$ cat src/hw/id_pkg.sv
package id_pkg;

	// ----------------------------------------------------------------------
	// Widths
	// ----------------------------------------------------------------------
	localparam int DATA_W     = 32;          // Data word
	localparam int INST_W     = 32;          // Instruction word
	localparam int REG_ADDR_W = 5;           // Register index
	localparam int REG_NUM    = 32;          // General purpose registers
	localparam int IMM_W      = 16;          // Raw immediate field

	// ----------------------------------------------------------------------
	// Instruction encodings
	// ----------------------------------------------------------------------
	typedef enum logic [5:0] {
		OP_SPECIAL = 6'b000000,              // Register-register group
		OP_ADDI    = 6'b001000,
		OP_ADDIU   = 6'b001001,
		OP_SLTI    = 6'b001010,
		OP_SLTIU   = 6'b001011,
		OP_ANDI    = 6'b001100,
		OP_ORI     = 6'b001101,
		OP_XORI    = 6'b001110,
		OP_LUI     = 6'b001111
	} op_e;

	typedef enum logic [5:0] {
		FN_SLL  = 6'b000000,                 // Shift by shamt
		FN_SRL  = 6'b000010,
		FN_SRA  = 6'b000011,
		FN_SLLV = 6'b000100,                 // Shift by rs
		FN_SRLV = 6'b000110,
		FN_SRAV = 6'b000111,
		FN_MOVZ = 6'b001010,
		FN_MOVN = 6'b001011,
		FN_ADD  = 6'b100000,
		FN_ADDU = 6'b100001,
		FN_SUB  = 6'b100010,
		FN_SUBU = 6'b100011,
		FN_AND  = 6'b100100,
		FN_OR   = 6'b100101,
		FN_XOR  = 6'b100110,
		FN_NOR  = 6'b100111,
		FN_SLT  = 6'b101010,
		FN_SLTU = 6'b101011
	} funct_e;

	// ----------------------------------------------------------------------
	// Execute operations
	// ----------------------------------------------------------------------
	typedef enum logic [7:0] {
		ALU_NOP   = 8'b00000000,
		ALU_SRL   = 8'b00000010,
		ALU_SRA   = 8'b00000011,
		ALU_MOVZ  = 8'b00001010,
		ALU_MOVN  = 8'b00001011,
		ALU_ADD   = 8'b00100000,
		ALU_ADDU  = 8'b00100001,
		ALU_SUB   = 8'b00100010,
		ALU_SUBU  = 8'b00100011,
		ALU_AND   = 8'b00100100,
		ALU_OR    = 8'b00100101,
		ALU_XOR   = 8'b00100110,
		ALU_NOR   = 8'b00100111,
		ALU_SLT   = 8'b00101010,
		ALU_SLTU  = 8'b00101011,
		ALU_ADDI  = 8'b01010101,
		ALU_ADDIU = 8'b01010110,
		ALU_SLL   = 8'b01111100
	} aluop_e;

	typedef enum logic [2:0] {
		SEL_NOP   = 3'b000,
		SEL_LOGIC = 3'b001,
		SEL_SHIFT = 3'b010,
		SEL_MOVE  = 3'b011,
		SEL_ARITH = 3'b100
	} alusel_e;

	// ----------------------------------------------------------------------
	// Stage structs
	// ----------------------------------------------------------------------
	typedef struct packed {
		logic                  we;           // Write enable
		logic [REG_ADDR_W-1:0] addr;         // Destination register
		logic [DATA_W-1:0]     data;         // Write value
	} reg_wr_t;

	typedef struct packed {
		logic                  reg1_read;    // Operand 1 from a register
		logic                  reg2_read;    // Operand 2 from a register
		logic [REG_ADDR_W-1:0] reg1_addr;    // rs
		logic [REG_ADDR_W-1:0] reg2_addr;    // rt
		logic [DATA_W-1:0]     imm;          // Extended immediate
		aluop_e                aluop;
		alusel_e               alusel;
		logic [REG_ADDR_W-1:0] wd;           // Destination register
		logic                  wreg;         // Tentative write
	} dec_ctrl_t;

	typedef struct packed {
		aluop_e                aluop;
		alusel_e               alusel;
		logic [DATA_W-1:0]     reg1;         // Source operand 1
		logic [DATA_W-1:0]     reg2;         // Source operand 2
		logic [REG_ADDR_W-1:0] wd;
		logic                  wreg;
	} id_out_t;

endpackage

$ cat src/hw/id_decoder.sv
`timescale 1ns/100ps

module id_decoder
	import id_pkg::*;
(
	input  logic [INST_W-1:0] inst_i,
	output dec_ctrl_t         ctrl_o
);

	op_e                   opcode;
	funct_e                funct;
	logic [REG_ADDR_W-1:0] rs;
	logic [REG_ADDR_W-1:0] rt;
	logic [REG_ADDR_W-1:0] rd;
	logic [REG_ADDR_W-1:0] shamt;
	logic [IMM_W-1:0]      imm16;

	aluop_e                fn_aluop;     // Operation of a SPECIAL instruction
	logic                  fn_shamt;     // Shift amount comes from the word
	logic                  fn_legal;
	aluop_e                op_aluop;     // Operation of an immediate instruction
	logic [DATA_W-1:0]     imm_ext;

	assign opcode = op_e'(inst_i[31:26]);
	assign rs     = inst_i[25:21];
	assign rt     = inst_i[20:16];
	assign rd     = inst_i[15:11];
	assign shamt  = inst_i[10:6];
	assign funct  = funct_e'(inst_i[5:0]);
	assign imm16  = inst_i[15:0];

	// Result class of each operation
	function automatic alusel_e sel_of(aluop_e op);
		case (op)
			ALU_AND, ALU_OR, ALU_XOR, ALU_NOR:
				return SEL_LOGIC;
			ALU_SLL, ALU_SRL, ALU_SRA:
				return SEL_SHIFT;
			ALU_MOVN, ALU_MOVZ:
				return SEL_MOVE;
			ALU_SLT, ALU_SLTU, ALU_ADD, ALU_ADDU, ALU_SUB, ALU_SUBU, ALU_ADDI, ALU_ADDIU:
				return SEL_ARITH;
			default:
				return SEL_NOP;
		endcase
	endfunction

	// ----------------------------------------------------------------------
	// Function code and opcode classification
	// ----------------------------------------------------------------------
	always_comb
	begin
		case (funct)
			FN_AND:  fn_aluop = ALU_AND;
			FN_OR:   fn_aluop = ALU_OR;
			FN_XOR:  fn_aluop = ALU_XOR;
			FN_NOR:  fn_aluop = ALU_NOR;
			FN_SLL:  fn_aluop = ALU_SLL;
			FN_SRL:  fn_aluop = ALU_SRL;
			FN_SRA:  fn_aluop = ALU_SRA;
			FN_SLLV: fn_aluop = ALU_SLL;  // Same op, amount from rs
			FN_SRLV: fn_aluop = ALU_SRL;
			FN_SRAV: fn_aluop = ALU_SRA;
			FN_MOVN: fn_aluop = ALU_MOVN;
			FN_MOVZ: fn_aluop = ALU_MOVZ;
			FN_SLT:  fn_aluop = ALU_SLT;
			FN_SLTU: fn_aluop = ALU_SLTU;
			FN_ADD:  fn_aluop = ALU_ADD;
			FN_ADDU: fn_aluop = ALU_ADDU;
			FN_SUB:  fn_aluop = ALU_SUB;
			FN_SUBU: fn_aluop = ALU_SUBU;
			default: fn_aluop = ALU_NOP;  // mult, mfhi, sync and the like
		endcase
	end

	assign fn_shamt = (funct == FN_SLL) || (funct == FN_SRL) || (funct == FN_SRA);

	// Constant shifts need rs zero, all others need shamt zero
	assign fn_legal = (fn_aluop != ALU_NOP) && (fn_shamt ? (rs == '0) : (shamt == '0));

	always_comb
	begin
		case (opcode)
			OP_ANDI:  op_aluop = ALU_AND;
			OP_ORI:   op_aluop = ALU_OR;
			OP_XORI:  op_aluop = ALU_XOR;
			OP_LUI:   op_aluop = ALU_OR;   // rs | (imm << 16)
			OP_SLTI:  op_aluop = ALU_SLT;
			OP_SLTIU: op_aluop = ALU_SLTU;
			OP_ADDI:  op_aluop = ALU_ADDI;
			OP_ADDIU: op_aluop = ALU_ADDIU;
			default:  op_aluop = ALU_NOP;
		endcase
	end

	always_comb
	begin
		case (opcode)
			OP_SPECIAL:
				imm_ext = {{(DATA_W-REG_ADDR_W){1'b0}}, shamt};
			OP_LUI:
				imm_ext = {imm16, {(DATA_W-IMM_W){1'b0}}};
			OP_SLTI, OP_SLTIU, OP_ADDI, OP_ADDIU:
				imm_ext = {{(DATA_W-IMM_W){imm16[IMM_W-1]}}, imm16};
			default:
				imm_ext = {{(DATA_W-IMM_W){1'b0}}, imm16};
		endcase
	end

	// ----------------------------------------------------------------------
	// Control word
	// ----------------------------------------------------------------------
	always_comb
	begin
		ctrl_o           = '0;
		ctrl_o.reg1_addr = rs;
		ctrl_o.reg2_addr = rt;
		ctrl_o.wd        = rd;              // Unknown encodings keep rd
		ctrl_o.aluop     = ALU_NOP;
		ctrl_o.alusel    = SEL_NOP;
		if (opcode == OP_SPECIAL)
		begin
			if (fn_legal)
			begin
				ctrl_o.reg1_read = !fn_shamt;  // Shamt replaces rs
				ctrl_o.reg2_read = 1'b1;
				ctrl_o.imm       = imm_ext;
				ctrl_o.aluop     = fn_aluop;
				ctrl_o.alusel    = sel_of(fn_aluop);
				ctrl_o.wreg      = 1'b1;       // movn/movz resolved later
			end
		end
		else if (op_aluop != ALU_NOP)
		begin
			ctrl_o.reg1_read = 1'b1;
			ctrl_o.imm       = imm_ext;        // Lands in operand 2
			ctrl_o.aluop     = op_aluop;
			ctrl_o.alusel    = sel_of(op_aluop);
			ctrl_o.wd        = rt;
			ctrl_o.wreg      = 1'b1;
		end
	end

endmodule

$ cat src/hw/id_ex_reg.sv
`timescale 1ns/100ps

module id_ex_reg
	import id_pkg::*;
(
	input  logic              clk_i,
	input  logic              rst_n_i,
	input  dec_ctrl_t         ctrl_i,
	input  logic [DATA_W-1:0] reg1_i,
	input  logic [DATA_W-1:0] reg2_i,
	output id_out_t           out_o
);

	logic wreg_d;

	// Conditional moves only write when rt meets the test
	always_comb
	begin
		case (ctrl_i.aluop)
			ALU_MOVN:
				wreg_d = ctrl_i.wreg && (reg2_i != '0);
			ALU_MOVZ:
				wreg_d = ctrl_i.wreg && (reg2_i == '0);
			default:
				wreg_d = ctrl_i.wreg;
		endcase
	end

	always_ff @(posedge clk_i)
	begin
		if (!rst_n_i)
		begin
			out_o.aluop  <= ALU_NOP;
			out_o.alusel <= SEL_NOP;
			out_o.reg1   <= '0;
			out_o.reg2   <= '0;
			out_o.wd     <= '0;
			out_o.wreg   <= 1'b0;
		end
		else
		begin
			out_o.aluop  <= ctrl_i.aluop;
			out_o.alusel <= ctrl_i.alusel;
			out_o.reg1   <= reg1_i;
			out_o.reg2   <= reg2_i;
			out_o.wd     <= ctrl_i.wd;
			out_o.wreg   <= wreg_d;
		end
	end

endmodule

$ cat src/hw/id_operand_sel.sv
`timescale 1ns/100ps

module id_operand_sel
	import id_pkg::*;
(
	input  logic                  read_i,     // Operand comes from a register
	input  logic [REG_ADDR_W-1:0] addr_i,
	input  logic [DATA_W-1:0]     rf_data_i,
	input  logic [DATA_W-1:0]     imm_i,
	input  reg_wr_t               ex_fwd_i,
	input  reg_wr_t               mem_fwd_i,
	output logic [DATA_W-1:0]     operand_o
);

	logic ex_hit;
	logic mem_hit;

	// r0 is matched too, the later stages never write it
	assign ex_hit  = ex_fwd_i.we && (ex_fwd_i.addr == addr_i);
	assign mem_hit = mem_fwd_i.we && (mem_fwd_i.addr == addr_i);

	always_comb
	begin
		if (!read_i)
			operand_o = imm_i;
		else if (ex_hit)
			operand_o = ex_fwd_i.data;      // Youngest result wins
		else if (mem_hit)
			operand_o = mem_fwd_i.data;
		else
			operand_o = rf_data_i;
	end

endmodule

$ cat src/hw/id_regfile.sv
`timescale 1ns/100ps

module id_regfile
	import id_pkg::*;
(
	input  logic                  clk_i,
	input  logic                  rst_n_i,
	input  logic [REG_ADDR_W-1:0] raddr1_i,
	input  logic [REG_ADDR_W-1:0] raddr2_i,
	input  reg_wr_t               wr_i,
	output logic [DATA_W-1:0]     rdata1_o,
	output logic [DATA_W-1:0]     rdata2_o
);

	logic [DATA_W-1:0] regs [REG_NUM];

	always_ff @(posedge clk_i)
	begin
		if (!rst_n_i)
		begin
			for (int i = 0; i < REG_NUM; i++)
				regs[i] <= '0;
		end
		else if (wr_i.we && (wr_i.addr != '0))
			regs[wr_i.addr] <= wr_i.data;
	end

	// One read port with write-through from the write port
	function automatic logic [DATA_W-1:0] read_port(logic [REG_ADDR_W-1:0] addr);
		if (addr == '0)
			return '0;                     // r0 is hard-wired
		else if (wr_i.we && (wr_i.addr == addr))
			return wr_i.data;
		else
			return regs[addr];
	endfunction

	always_comb
	begin
		rdata1_o = read_port(raddr1_i);
		rdata2_o = read_port(raddr2_i);
	end

endmodule

$ cat src/hw/id_stage.sv
`timescale 1ns/100ps

module id_stage
	import id_pkg::*;
(
	input  logic              clk_i,
	input  logic              rst_n_i,
	input  logic [INST_W-1:0] inst_i,
	input  reg_wr_t           ex_fwd_i,    // Result in execute
	input  reg_wr_t           mem_fwd_i,   // Result in memory access
	input  reg_wr_t           wb_i,        // Register file write
	output id_out_t           id_out_o
);

	dec_ctrl_t         ctrl;
	logic [DATA_W-1:0] rf_data1;
	logic [DATA_W-1:0] rf_data2;
	logic [DATA_W-1:0] reg1;
	logic [DATA_W-1:0] reg2;

	id_decoder decoder_i (
		.inst_i (inst_i),
		.ctrl_o (ctrl)
	);

	id_regfile regfile_i (
		.clk_i    (clk_i),
		.rst_n_i  (rst_n_i),
		.raddr1_i (ctrl.reg1_addr),
		.raddr2_i (ctrl.reg2_addr),
		.wr_i     (wb_i),
		.rdata1_o (rf_data1),
		.rdata2_o (rf_data2)
	);

	// ----------------------------------------------------------------------
	// Operand selection, rs side and rt side
	// ----------------------------------------------------------------------
	id_operand_sel operand1_sel_i (
		.read_i    (ctrl.reg1_read),
		.addr_i    (ctrl.reg1_addr),
		.rf_data_i (rf_data1),
		.imm_i     (ctrl.imm),
		.ex_fwd_i  (ex_fwd_i),
		.mem_fwd_i (mem_fwd_i),
		.operand_o (reg1)
	);

	id_operand_sel operand2_sel_i (
		.read_i    (ctrl.reg2_read),
		.addr_i    (ctrl.reg2_addr),
		.rf_data_i (rf_data2),
		.imm_i     (ctrl.imm),
		.ex_fwd_i  (ex_fwd_i),
		.mem_fwd_i (mem_fwd_i),
		.operand_o (reg2)
	);

	id_ex_reg ex_reg_i (
		.clk_i   (clk_i),
		.rst_n_i (rst_n_i),
		.ctrl_i  (ctrl),
		.reg1_i  (reg1),
		.reg2_i  (reg2),
		.out_o   (id_out_o)
	);

endmodule

$ cat config.mk
export PLATFORM = sky130hd
export DESIGN_NAME = id_stage
export DESIGN_NICKNAME = d
export VERILOG_FILES = /design/src/hw/id_pkg.sv /design/src/hw/id_decoder.sv /design/src/hw/id_ex_reg.sv /design/src/hw/id_operand_sel.sv /design/src/hw/id_regfile.sv /design/src/hw/id_stage.sv
export SDC_FILE = /design/constraint.sdc
export NUM_CORES = 2
export LEC_CHECK = 0
export ABC_AREA = 0
export BUFFER_PORTS_ARGS = -buffer_cell sky130_fd_sc_hd__buf_2
export CAP_MARGIN = 20
export CORE_MARGIN = 2
export CORE_UTILIZATION = 45
export DETAILED_ROUTE_END_ITERATION = 10
export HOLD_SLACK_MARGIN = 0.15
export SYNTH_ARGS = -nofsm -noshare
export SYNTH_HDL_FRONTEND = slang
export SYNTH_SLANG_ARGS = --single-unit
$ cat constraint.sdc
create_clock -name clk_i -period 8.2 [get_ports clk_i]
set_input_delay 1.64 -clock clk_i [delete_from_list [all_inputs] [get_ports clk_i]]
set_output_delay 1.64 -clock clk_i [all_outputs]
set_load 0.005 [all_outputs]
==> results.cfg <==
[outcome]
outcome = finished, final reports clean

[worst_setup_path]
crit_path_frequent_cell = a221oi_1
path_cells = buf_8, buf_4, mux4_2, a211oi_1, a31oi_1, a221oi_1, a2111oi_0, a211o_1, nor4_1, nand4_1, or4_1, xnor2_1, a221oi_1
required_ns = 8.85
cp-end-kind = flop
crit_fanout = 50
critical-path-top-delay-family = compound AO/OA/AOI/OAI gates
slowest_stage = buf_4
crit_arrival_ns = 6.58
path_buf_inv = 2
worstSetupPathType = in2reg
cpPeakStageDelay_ns = 0.73
critPathLaunchType = input pin

[cts]
cts_max_path_buffers = 3
insertion_delay_ns = 0.75
cts.sink_count = 1103
clk_pin_slew_ns = 0.07
cts_resized = 0
htree_levels = 3
post-cts-setup-buffer-count = 0
cts_buffers = 116
ctsHoldBuffers = 0
cts_root_buf = clkbuf_16
cts_tree = done

[sta]
worstMarginPinSlew_ns = 1.142
setup_viol = 0
relSlewSlack_pct = 23.87
finalCritPeriodShare_pct = 72.31
fin_skew_ns = 0.03232
tns_ns = 0
hold_viol = 0
rsz0062_at_grt = false
final_max_slew_viol_count = 0
fin_crit_ns = 5.929
max_freq_ghz = 0.1687

[detailed_routing]
drtIter0Drc = 6743
ant_nets = 0
viasPerCell = 6.619
wl_um = 221400
vias = 40500
drc = 0
avgRoutedWirePerCell_um = 36.18
first_pass_iters = 6

[finish]
multi_input_area_mm2 = 0.02594
seq_area_mm2 = 0.03233
fillerInstances = 10900
drive_gt1_share_pct = 26.01
nets = 4411
area_growth_pct = 12.12

[power_and_ir_drop]
p_leak_nw = 23.28
powerDensity_mw_per_mm2 = 204.9
irDropWorstVdd_v = 0.0001857
total_power_mw = 13.65

[yosys]
synth.area.top_cells = edfxtp_1, mux4_2, and2_1
postSynthCellCount = 4185
yosysSeqAreaShare_pct = 54.41
synth_area_per_cell_um2 = 14.20
synth_edf_count = 1024
ys_types = 64
yosysTopAreaCell = edfxtp_1
synth-async-reset-ratio_pct = 0
yosysWarnings = 0
synth_ff_type = edfxtp_1
ys_ff_latch = 1103
synthTopCellsByCount = and2_1, edfxtp_1, mux4_2
netlist_area_mm2 = 0.05943
yosysTopAreaCellShare_pct = 51.74

[floorplan]
ios = 229
design.core.area_mm2 = 0.1313
initial_core_util_pct = 45.26
std_cell_rows = 133
die_area_mm2 = 0.1350
die_w_um = 367.4
die_h_um = 367.4

[global_route]
antenna_found_initial = 18
overflow = 0
grt.total_usage_pct = 32.54
grt_first_pass_wirelength_um = 308400
grt_max_degree = 118
grt_pass1_vias = 39590

[run]
maxCapViolations = 0

[min_path]
hold_path_class = reg2reg

[placed_design]
gp_congestion = 0.9732
numPortBuffers = 227
dpl.hpwl_um = 127700
where the power goes:
part | internal, mW | leakage (nW) | switching (mW) | total, mW
Combinational | 0.691 | 11.0 | 1.10 | 1.79
Sequential | 6.44 | 10.4 | 0.145 | 6.59
Clock | 2.97 | 1.86 | 2.30 | 5.27
layout by cell type (no fill, tap or decap), types with 9 or more instances in the layout:
master / synthesis / layout
a211oi_1: 43 / 43
a21oi_1: 62 / 61
a221oi_1: 69 / 69
a22o_1: 10 / 10
a22oi_1: 83 / 83
a31oi_1: 13 / 13
and2_1: 1024 / 1024
buf_12: 0 / 11
buf_2: 45 / 218
buf_4: 16 / 130
clkbuf_1: 327 / 20
clkbuf_16: 0 / 127
clkbuf_8: 0 / 9
clkinv_1: 1 / 23
clkinv_2: 0 / 18
conb_1: 1 / 33
dfxtp_1: 79 / 79
diode_2: 0 / 12
edfxtp_1: 1024 / 1024
mux2i_1: 169 / 169
mux4_2: 519 / 519
nand2_1: 134 / 134
nand3_1: 37 / 36
nor2_1: 146 / 110
nor2_4: 0 / 32
nor3_1: 20 / 19
nor4_1: 14 / 13
o211ai_1: 12 / 12
o21ai_0: 107 / 76
o21ai_1: 12 / 12
o21ai_4: 0 / 31
xnor2_1: 14 / 14
xor2_1: 18 / 18
logic make-up after synthesis:
family | synth area share (%)
flops | 54.41
fa+ha+maj | 0.08422
mux | 22.52
xor+xnor | 0.4716
other cells | 0.006310
compound gates | 5.535
buf+inv | 3.196
simple gates | 13.78
worst reg2reg max path, cell delays in order (launching register included):
cell and delay, ns:
edfxtp_1 0.41, mux4_2 0.48, mux2i_1 0.37, a211oi_1 0.16
nor4_1 0.58, nor4_1 0.13, a211o_1 0.29, or4_1 0.43
nor4_1 0.21, nand4_1 0.12, or4_1 0.54, xnor2_1 0.15
a221oi_1 0.27
flip-flops by register name (all words and copies together) (netlist names):
register,cells
regfile_i.regs,1024
ex_reg_i.out_o,79
per-stage QoR:
| stage | area [um2] | util (%) | cells | hold slack (ns) | setup slack (ns) |
|---|---|---|---|---|---|
| finish | 66630 | 50.75 | 6119 | 1.150 | 2.271 |
| global route | 66610 | 50.73 | 6110 | 1.204 | 2.010 |
| CTS | 66590 | 50.72 | 6106 | 1.129 | 2.413 |
| detailed placement | 62860 | 47.88 | 5895 | 1.122 | 1.635 |
| global placement | 62840 | 47.86 | 5894 | 1.124 | 1.620 |
| floorplan | 59550 | - | 4217 | 0.9162 | 2.851 |
cell type report:
type,count,share of cell area [%]
timing repair buffer,364,3.540
tap,1755,3.296
antenna,12,0.04507
multi-input combinational,2664,38.94
sequential,1103,48.52
clock buffer,162,5.113
inverter,10,0.05821
clock inverter,49,0.4864
metal layers:
metal	part of all wire [%]	GRT usage (%)
met2	46	50.59
met3	12	8.113
met1	37	43.25
met5	0.025	0
met4	4.8	14.72
path summary, 6_finish.rpt:
kind	startpoint	endpoint	slack, ns	depth (start not counted)
max	inst_i[16]	ex_reg_i.out_o[0]$_SDFF_PN0_	2.27	13
min	regfile_i.regs[3][30]$_SDFFCE_PN0P_	ex_reg_i.out_o[36]$_SDFF_PN0_	1.15	6
max reg2reg	regfile_i.regs[31][9]$_SDFFCE_PN0P_	ex_reg_i.out_o[0]$_SDFF_PN0_	3.94	12
min reg2reg	regfile_i.regs[3][30]$_SDFFCE_PN0P_	ex_reg_i.out_o[36]$_SDFF_PN0_	1.15	6
Power figures use the tool's default switching activity.
